[src/hdl/glay_consts.svh]
/*
  Constants of the graph overlay response return path
  Requestor count, buffer depths, back-pressure threshold and field widths
*/

`ifndef GLAY_CONSTS_SVH
`define GLAY_CONSTS_SVH

// ------------------------------------------------------------
// Requestor side
// ------------------------------------------------------------
`define NUM_REQUESTORS 4
`define QUEUE_DEPTH 8

// ------------------------------------------------------------
// Demux buffer, prog_full leaves 8 entries of slack
// ------------------------------------------------------------
`define RESP_FIFO_DEPTH 32
`define RESP_PROG_THRESH 24

// Response field widths
`define DATA_WIDTH 32
`define TAG_WIDTH 8
`define ROUTE_WIDTH 8

`endif

[src/hdl/glay_pkg.sv]
/*
  Graph overlay response types
  Routing word with its CU and bundle views, response payload and
  the valid-qualified packet that travels between blocks
*/

`include "glay_consts.svh"

package glay_pkg;

  // ------------------------------------------------------------
  // Routing word
  // ------------------------------------------------------------

  // Bundle level view, bundle mask in the upper nibble
  typedef struct packed {
    logic [`ROUTE_WIDTH/2-1:0] bundle_mask;
    logic [`ROUTE_WIDTH/2-1:0] lane_mask;
  } route_bundle_t;

  // Same 8 bits, decoded either as a CU mask or as a bundle view
  typedef union packed {
    logic [`ROUTE_WIDTH-1:0] cu_mask;
    route_bundle_t           bundle_view;
  } route_id_u;

  // ------------------------------------------------------------
  // Response packet
  // ------------------------------------------------------------

  // 48 bit payload, route in the top byte
  typedef struct packed {
    route_id_u             route;
    logic [`TAG_WIDTH-1:0]  tag;
    logic [`DATA_WIDTH-1:0] data;
  } memory_payload_t;

  typedef struct packed {
    logic            valid;
    memory_payload_t payload;
  } memory_packet_t;

  // Routing views must cover the same word
  localparam int ROUTE_VIEW_BITS = $bits(route_bundle_t);

endpackage : glay_pkg

[src/hdl/response_fifo.sv]
/*
  Synchronous first-word-fall-through FIFO
  Circular buffer with an occupancy count, head word shown on dout
  while not empty, prog_full at or above PROG_THRESH entries
*/

`timescale 1ns/1ns

module response_fifo #(
  parameter int DEPTH       = 32,
  parameter int WIDTH       = 48,
  parameter int PROG_THRESH = 24
) (
  input  logic             ap_clk,
  input  logic             areset_control,
  input  logic [WIDTH-1:0] din,
  input  logic             wr_en,
  input  logic             rd_en,
  output logic [WIDTH-1:0] dout,
  output logic             empty,
  output logic             full,
  output logic             prog_full
);

  localparam int PTR_W = (DEPTH > 1) ? $clog2(DEPTH) : 1;
  localparam int CNT_W = $clog2(DEPTH + 1);

  logic [WIDTH-1:0] mem [DEPTH];
  logic [PTR_W-1:0] wr_ptr;
  logic [PTR_W-1:0] rd_ptr;
  logic [CNT_W-1:0] count;
  logic             do_write;
  logic             do_read;

  // Overflow and underflow requests are ignored
  assign do_write = wr_en & ~full;
  assign do_read  = rd_en & ~empty;

  // ------------------------------------------------------------
  // Storage, no reset on the data words
  // ------------------------------------------------------------
  always_ff @(posedge ap_clk) begin
    if (do_write) begin
      mem[wr_ptr] <= din;
    end
  end

  // ------------------------------------------------------------
  // Pointers and occupancy
  // ------------------------------------------------------------
  always_ff @(posedge ap_clk) begin
    if (areset_control) begin
      wr_ptr <= '0;
      rd_ptr <= '0;
      count  <= '0;
    end else begin
      if (do_write) begin
        wr_ptr <= (wr_ptr == PTR_W'(DEPTH - 1)) ? '0 : wr_ptr + 1'b1;
      end
      if (do_read) begin
        rd_ptr <= (rd_ptr == PTR_W'(DEPTH - 1)) ? '0 : rd_ptr + 1'b1;
      end
      case ({do_write, do_read})
        2'b10:   count <= count + 1'b1;
        2'b01:   count <= count - 1'b1;
        default: count <= count;
      endcase
    end
  end

  // Head word falls through
  assign dout = mem[rd_ptr];

  assign empty     = (count == '0);
  assign full      = (count == CNT_W'(DEPTH));
  assign prog_full = (count >= CNT_W'(PROG_THRESH));

endmodule : response_fifo

[src/hdl/response_demux.sv]
/*
  Response demux
  Registers incoming responses, buffers routed ones in a FWFT FIFO and
  releases each head packet to all of its target requestors in one
  cycle, once every target has signalled ready. ID_LEVEL picks the
  decoded view of the routing word, 0 for CU and 1 for bundle
*/

`timescale 1ns/1ns

`include "glay_consts.svh"

module response_demux
  import glay_pkg::*;
#(
  parameter int ID_LEVEL = 0
) (
  input  logic                       ap_clk,
  input  logic                       areset_control,
  input  memory_packet_t             response_in,
  input  logic [`NUM_REQUESTORS-1:0] requestor_ready,
  output memory_packet_t             response_out [`NUM_REQUESTORS-1:0],
  output logic                       response_prog_full
);

  localparam int NUM_REQ = `NUM_REQUESTORS;

  memory_packet_t        response_in_reg;
  logic [NUM_REQ-1:0]    ready_reg;

  logic                  fifo_wr_en;
  logic                  fifo_rd_en;
  logic                  fifo_empty;
  memory_payload_t       fifo_dout;

  logic [NUM_REQ-1:0]    head_mask;
  logic                  head_release;

  memory_packet_t        dout_reg;
  logic [NUM_REQ-1:0]    dout_mask_reg;

  // ------------------------------------------------------------
  // Input stage
  // ------------------------------------------------------------
  always_ff @(posedge ap_clk) begin
    if (areset_control) begin
      response_in_reg.valid <= 1'b0;
      ready_reg             <= '0;
    end else begin
      response_in_reg.valid <= response_in.valid;
      ready_reg             <= requestor_ready;
    end
  end

  always_ff @(posedge ap_clk) begin
    response_in_reg.payload <= response_in.payload;
  end

  // Unrouted packets never enter the buffer
  assign fifo_wr_en = response_in_reg.valid & (|response_in_reg.payload.route.cu_mask);

  response_fifo #(
    .DEPTH      (`RESP_FIFO_DEPTH),
    .WIDTH      ($bits(memory_payload_t)),
    .PROG_THRESH(`RESP_PROG_THRESH)
  ) response_fifo_inst (
    .ap_clk        (ap_clk),
    .areset_control(areset_control),
    .din           (response_in_reg.payload),
    .wr_en         (fifo_wr_en),
    .rd_en         (fifo_rd_en),
    .dout          (fifo_dout),
    .empty         (fifo_empty),
    .full          (),
    .prog_full     (response_prog_full)
  );

  // ------------------------------------------------------------
  // Target decode of the head entry
  // ------------------------------------------------------------
  generate
    if (ID_LEVEL == 1) begin : g_bundle_view
      assign head_mask = NUM_REQ'(fifo_dout.route.bundle_view.bundle_mask);
    end else begin : g_cu_view
      assign head_mask = NUM_REQ'(fifo_dout.route.cu_mask);
    end
  endgenerate

  // Head leaves only when every target is ready in the same cycle
  assign head_release = ~fifo_empty & ((ready_reg & head_mask) == head_mask);
  assign fifo_rd_en   = head_release;

  // ------------------------------------------------------------
  // Output pipeline, two register stages after the pop
  // ------------------------------------------------------------
  always_ff @(posedge ap_clk) begin
    if (areset_control) begin
      dout_reg.valid <= 1'b0;
    end else begin
      dout_reg.valid <= head_release;
    end
  end

  always_ff @(posedge ap_clk) begin
    dout_reg.payload <= fifo_dout;
    dout_mask_reg    <= head_mask;
  end

  always_ff @(posedge ap_clk) begin
    if (areset_control) begin
      for (int i = 0; i < NUM_REQ; i++) begin
        response_out[i].valid <= 1'b0;
      end
    end else begin
      for (int i = 0; i < NUM_REQ; i++) begin
        response_out[i].valid <= dout_reg.valid & dout_mask_reg[i];
      end
    end
  end

  // Same payload fans out to every requestor
  always_ff @(posedge ap_clk) begin
    for (int i = 0; i < NUM_REQ; i++) begin
      response_out[i].payload <= dout_reg.payload;
    end
  end

endmodule : response_demux

[src/hdl/requestor_response_queue.sv]
/*
  Requestor response queue
  Buffers packets from the demux for one requestor and hands them to
  the consumer. Ready is withheld early enough to absorb everything
  the demux pipeline may still deliver
*/

`timescale 1ns/1ns

`include "glay_consts.svh"

module requestor_response_queue
  import glay_pkg::*;
(
  input  logic           ap_clk,
  input  logic           areset_control,
  input  memory_packet_t response_in,
  input  logic           queue_pop,
  output logic           ready,
  output memory_packet_t queue_out
);

  // Demux stages between ready sample and output register
  localparam int DEMUX_LATENCY = 3;
  localparam int CNT_W         = $clog2(`QUEUE_DEPTH + 1);
  localparam int SUM_W         = CNT_W + 1;

  logic [CNT_W-1:0]         stored_count;
  logic [DEMUX_LATENCY-1:0] ready_hist;
  logic [SUM_W-1:0]         in_flight;
  logic [SUM_W-1:0]         committed;
  logic                     fifo_empty;
  logic                     pop_accept;
  memory_payload_t          fifo_dout;

  assign pop_accept = queue_pop & ~fifo_empty;

  response_fifo #(
    .DEPTH      (`QUEUE_DEPTH),
    .WIDTH      ($bits(memory_payload_t)),
    .PROG_THRESH(`QUEUE_DEPTH - DEMUX_LATENCY)
  ) queue_fifo_inst (
    .ap_clk        (ap_clk),
    .areset_control(areset_control),
    .din           (response_in.payload),
    .wr_en         (response_in.valid),
    .rd_en         (pop_accept),
    .dout          (fifo_dout),
    .empty         (fifo_empty),
    .full          (),
    .prog_full     ()
  );

  assign queue_out.valid   = ~fifo_empty;
  assign queue_out.payload = fifo_dout;

  // ------------------------------------------------------------
  // Credit accounting
  // ------------------------------------------------------------
  always_ff @(posedge ap_clk) begin
    if (areset_control) begin
      stored_count <= '0;
    end else begin
      case ({response_in.valid, pop_accept})
        2'b10:   stored_count <= stored_count + 1'b1;
        2'b01:   stored_count <= stored_count - 1'b1;
        default: stored_count <= stored_count;
      endcase
    end
  end

  // Every ready still in the pipe may turn into an arrival,
  // current ready included
  always_comb begin
    in_flight = SUM_W'(ready);
    for (int i = 0; i < DEMUX_LATENCY; i++) begin
      in_flight = in_flight + SUM_W'(ready_hist[i]);
    end
  end

  assign committed = SUM_W'(stored_count) + in_flight;

  always_ff @(posedge ap_clk) begin
    if (areset_control) begin
      ready      <= 1'b0;
      ready_hist <= '0;
    end else begin
      ready      <= (committed < SUM_W'(`QUEUE_DEPTH - DEMUX_LATENCY));
      ready_hist <= {ready_hist[DEMUX_LATENCY-2:0], ready};
    end
  end

endmodule : requestor_response_queue

[src/hdl/memory_response_path.sv]
/*
  Memory response return path
  Response demux at CU level feeding one queue per requestor
*/

`timescale 1ns/1ns

`include "glay_consts.svh"

module memory_response_path
  import glay_pkg::*;
(
  input  logic                       ap_clk,
  input  logic                       areset_control,
  input  memory_packet_t             response_in,
  input  logic [`NUM_REQUESTORS-1:0] queue_pop,
  output memory_packet_t             queue_out [`NUM_REQUESTORS-1:0],
  output logic                       response_prog_full
);

  memory_packet_t              demux_out [`NUM_REQUESTORS-1:0];
  logic [`NUM_REQUESTORS-1:0]  requestor_ready;

  // ------------------------------------------------------------
  // Demux, whole routing word as CU mask
  // ------------------------------------------------------------
  response_demux #(
    .ID_LEVEL(0)
  ) response_demux_inst (
    .ap_clk            (ap_clk),
    .areset_control    (areset_control),
    .response_in       (response_in),
    .requestor_ready   (requestor_ready),
    .response_out      (demux_out),
    .response_prog_full(response_prog_full)
  );

  // ------------------------------------------------------------
  // One queue per requestor
  // ------------------------------------------------------------
  generate
    for (genvar i = 0; i < `NUM_REQUESTORS; i++) begin : g_queue
      requestor_response_queue requestor_response_queue_inst (
        .ap_clk        (ap_clk),
        .areset_control(areset_control),
        .response_in   (demux_out[i]),
        .queue_pop     (queue_pop[i]),
        .ready         (requestor_ready[i]),
        .queue_out     (queue_out[i])
      );
    end
  endgenerate

endmodule : memory_response_path

[config.mk]
export PLATFORM = sky130hd
export DESIGN_NAME = memory_response_path
export DESIGN_NICKNAME = d
export VERILOG_FILES = /design/src/hdl/glay_pkg.sv /design/src/hdl/response_fifo.sv /design/src/hdl/response_demux.sv /design/src/hdl/requestor_response_queue.sv /design/src/hdl/memory_response_path.sv
export VERILOG_INCLUDE_DIRS = /design/src /design/src/hdl
export SDC_FILE = /design/constraint.sdc
export NUM_CORES = 2
export LEC_CHECK = 0
export ABC_AREA = 0
export BUFFER_PORTS_ARGS = -buffer_cell sky130_fd_sc_hd__buf_2
export CORE_MARGIN = 5
export CORE_UTILIZATION = 35
export CTS_BUF_LIST = sky130_fd_sc_hd__clkbuf_4 sky130_fd_sc_hd__clkbuf_8 sky130_fd_sc_hd__clkbuf_16
export CTS_CLUSTER_DIAMETER = 150
export DETAILED_ROUTE_END_ITERATION = 10
export PLACE_DENSITY = 0.61
export SLEW_MARGIN = 20
export SYNTH_ARGS = -nofsm -noshare
export SYNTH_HDL_FRONTEND = slang
export SYNTH_SLANG_ARGS = --single-unit
[constraint.sdc]
create_clock -name ap_clk -period 10.6 [get_ports ap_clk]
set_clock_uncertainty 0.2 [all_clocks]
set_input_delay 0.53 -clock ap_clk [delete_from_list [all_inputs] [get_ports ap_clk]]
set_output_delay 0.53 -clock ap_clk [all_outputs]
set_load 0.05 [all_outputs]
==> flow_metrics.env <==
export IMPL_setup_violations=0
export IMPL_syn2layout_area_growth_pct=15.6
export IMPL_dp_hpwl_um=173000
export IMPL_hold_class="primary input to register"
export IMPL_layout_nets=5941
export IMPL_drv_slew=0
export IMPL_ys_dominant_reg_cell="edfxtp_1"
export IMPL_final_util_pct=40.7
export IMPL_grt_pass1_vias=58259
export IMPL_synth_edf_count=3072
export IMPL_nFillCells=30382
export IMPL_synth_top_area_share_pct=74.2
export IMPL_grt_pass1_wl_um=437000
export IMPL_rsz0062_at_grt="no"
export IMPL_max_freq_mhz=173
export IMPL_period_share_pct=54.4
export IMPL_worstMarginPinSlew_ps=1130
export IMPL_cap_violations=0
export IMPL_start_util_pct=35.2
export IMPL_clk_pin_slew_ps=60
export IMPL_endpoint_kind="register"
export IMPL_synthCells=5267
export IMPL_drt_iter0_drc=5856
export IMPL_clock_latency_ps=870
export IMPL_cts_root_buf="clkbuf_16"
export IMPL_rows=218
export IMPL_synth_ff_latch_count=3327
export IMPL_final_common_cell="edfxtp_1"
export IMPL_synth_top_cell_by_area="edfxtp_1"
export IMPL_path_cells="buf_4, buf_4, or3b_2, o22ai_1, nor4_1, a22oi_4, o2111ai_4, inv_1, ha_1, ha_1, a21o_1, a21oi_1, o21bai_1, a21oi_1, xor2_1, or3_1, a21oi_1"
export IMPL_cpPeakStageDelay_ps=810
export IMPL_start_kind="register"
export IMPL_wire_per_inst_um=28.5
export IMPL_cts_htree_levels=5
export IMPL_synth_warnings=0
export IMPL_crit_fanout=47
export IMPL_reg2reg_slack_ps=4830
export IMPL_grt_usage_pct=16.5
export IMPL_numCtsBuffers=331
export IMPL_crit_slowest_cell="buf_4"
export IMPL_antenna_left=0
export IMPL_cts_buffer_depth=4
export IMPL_grt_max_degree=107
export IMPL_synthTopCellsByArea="edfxtp_1 74%, mux4_2 15%, dfxtp_1 4.1%, mux2_2 2.2%, ha_1 0.72%"
export IMPL_hold_viol_final=0
export IMPL_avgViaCountPerCell=5.24
export IMPL_cts_sinks=3327
export IMPL_ys_types=46
export IMPL_min_path_cells=4
export IMPL_gp_congestion=0.739
export IMPL_core_area_mm2=0.353
export IMPL_tns_ps=0
export IMPL_finalWirelength_um=308000
export IMPL_r2r_cells=17
export IMPL_synth_nets=5411
export IMPL_ios=252
export IMPL_power_density_mw_per_mm2=188
export IMPL_worst_ep_arrival_time_ps=6350
export IMPL_dieArea_mm2=0.367
export IMPL_min_from="queue_pop[0]"
export IMPL_syn_area_mm2=0.124
export IMPL_seq_area_frac_synth_pct=78.3
export IMPL_reg_top3="g_queue.requestor_response_queue_inst.queue_fifo_inst.mem (1536), response_demux_inst.response_fifo_inst.mem (1536), response_demux_inst.response_out (52)"
export IMPL_die_h_um=606
export IMPL_grt_overflow=0
export IMPL_max_slew_margin_rel_pct=24.2
export IMPL_cts_repair_resized=0
export IMPL_antenna_found_initial=33
export IMPL_num_vias=56597
export IMPL_cts_tree="yes"
export IMPL_first_pass_iters=5
export IMPL_async_flop_share_pct=0
export IMPL_ir_drop_mv=0.143
export IMPL_syn_area_per_cell_um2=23.6
export IMPL_required_ps=11180
export IMPL_status="finished clean"
export IMPL_critPathKind="register to register"
export IMPL_post_cts_buffers=0
export IMPL_portBuffers=251
export IMPL_crit_top_cell="a21oi_1"
export IMPL_finalCriticalPeriod_ps=5770
export IMPL_drc_errors=0
export IMPL_final_cell_mix="3072 x edfxtp_1, 833 x mux4_2, 338 x clkbuf_16, 250 x buf_2, 239 x mux2_2"
export IMPL_fp_dieW_um=606
export IMPL_cellLeakagePower_uw=0.0443
export IMPL_reg2reg_to="response_demux_inst.response_fifo_inst.count[5]"
export IMPL_drive_above_1_share_pct=35.5
==> worst max-delay path by stage <==
stage,start,to,slack (ps),cells after the start
finish,register,response_demux_inst.response_fifo_inst.count[5],4830,17
global route,register,response_demux_inst.response_fifo_inst.count[5],4600,17
CTS,register,response_demux_inst.response_fifo_inst.count[5],4820,17
detailed placement,register,response_demux_inst.response_fifo_inst.count[5],4850,17
global placement,register,response_demux_inst.response_fifo_inst.count[5],4860,17
floorplan,register,register,4530,4
==> worst max-delay path, delay by kind of cell (launching register included) <==
family          cells  cell delay (ps)
fa+ha+maj           2              610
simple gates        3             1170
buf+inv             3             1510
xor+xnor            1              100
compound gates      8             1220
flops               1              700
==> synthesized netlist by cell type, types with 3 or more instances <==
master and count:
mux4_2 833, o22ai_1 11, a21o_1 11, xnor2_1 10
mux4_1 23, xor2_1 22, mux2_2 239, o21ai_0 19
and3_1 6, or3_1 12, a31oi_1 3, nor2_1 130
nand2b_1 13, nor3_1 30, nor2b_1 16, or3b_2 5
dfxtp_1 255, mux2i_1 8, ha_1 72, and2_1 4
or4_1 5, clkbuf_1 165, buf_2 18, a21oi_1 71
nand2_1 42, nor3b_1 5, nand3b_1 9, buf_1 50
nor4_1 9, nand3_1 8, inv_1 59, edfxtp_1 3072
fa_1 17
==> where the power goes <==
part           internal [uW]  switching (uW)  leakage, uW
sequential             14500             262       0.0297
combinational            255             305      0.00902
clock                   6900            4800      0.00549
==> logic make-up (layout without fill, tap and decap cells) <==
logic type,Yosys count,in the layout,synth area share [%]
AO/OA/AOI/OAI,122,122,0.575
AND/OR/NAND/NOR,297,297,1.15
adder cells (fa/ha/maj),89,89,0.998
buffers and inverters,297,1094,0.950
multiplexers,1103,1103,17.8
XOR/XNOR,32,32,0.225
other,0,10,0
flip-flops,3327,3327,78.3
==> routing by layer <==
layer / track usage, % / part of all wire, % / vias up
met5: 0 / 0.016 / -
met3: 2.46 / 6.2 / 388
met4: 4.16 / 2.5 / 8
met2: 28.0 / 50 / 1956
met1: 22.3 / 41 / 30961
li1: - / - / 23284
==> final cells by class <==
cell class | instances | area (um^2) | area share [%]
sequential | 3327 | 97500 | 67.8
inverter | 60 | 225 | 0.157
clock inverter | 145 | 1440 | 0.998
antenna | 10 | 25.0 | 0.0174
tap | 4730 | 5920 | 4.12
clock buffer | 455 | 9500 | 6.61
multi-input combinational | 1643 | 26200 | 18.3
timing repair buffer | 434 | 2940 | 2.04
==> timing repair <==
action / 4_1_cts / 5_1_grt
endpoints found under the setup margin: 0 / 0
hold buffers: 52 / 0
endpoints found under the hold margin: 77 / 0
==> per-stage QoR <==
step | cells | instance area, um^2 | hold slack (ps) | total power (uW) | setup WS [ps]
CTS | 10790 | 144000 | 39.1 | 27300 | 4820
finish | 10804 | 144000 | 106 | 27000 | 4830
detailed placement | 10138 | 132000 | 113 | 15600 | 4850
global route | 10797 | 144000 | 99.0 | 27900 | 4600
global placement | 10133 | 132000 | 113 | 15500 | 4860
floorplan | 5267 | 124000 | 110 | 15300 | 4530
Power figures use the tool's default switching activity.
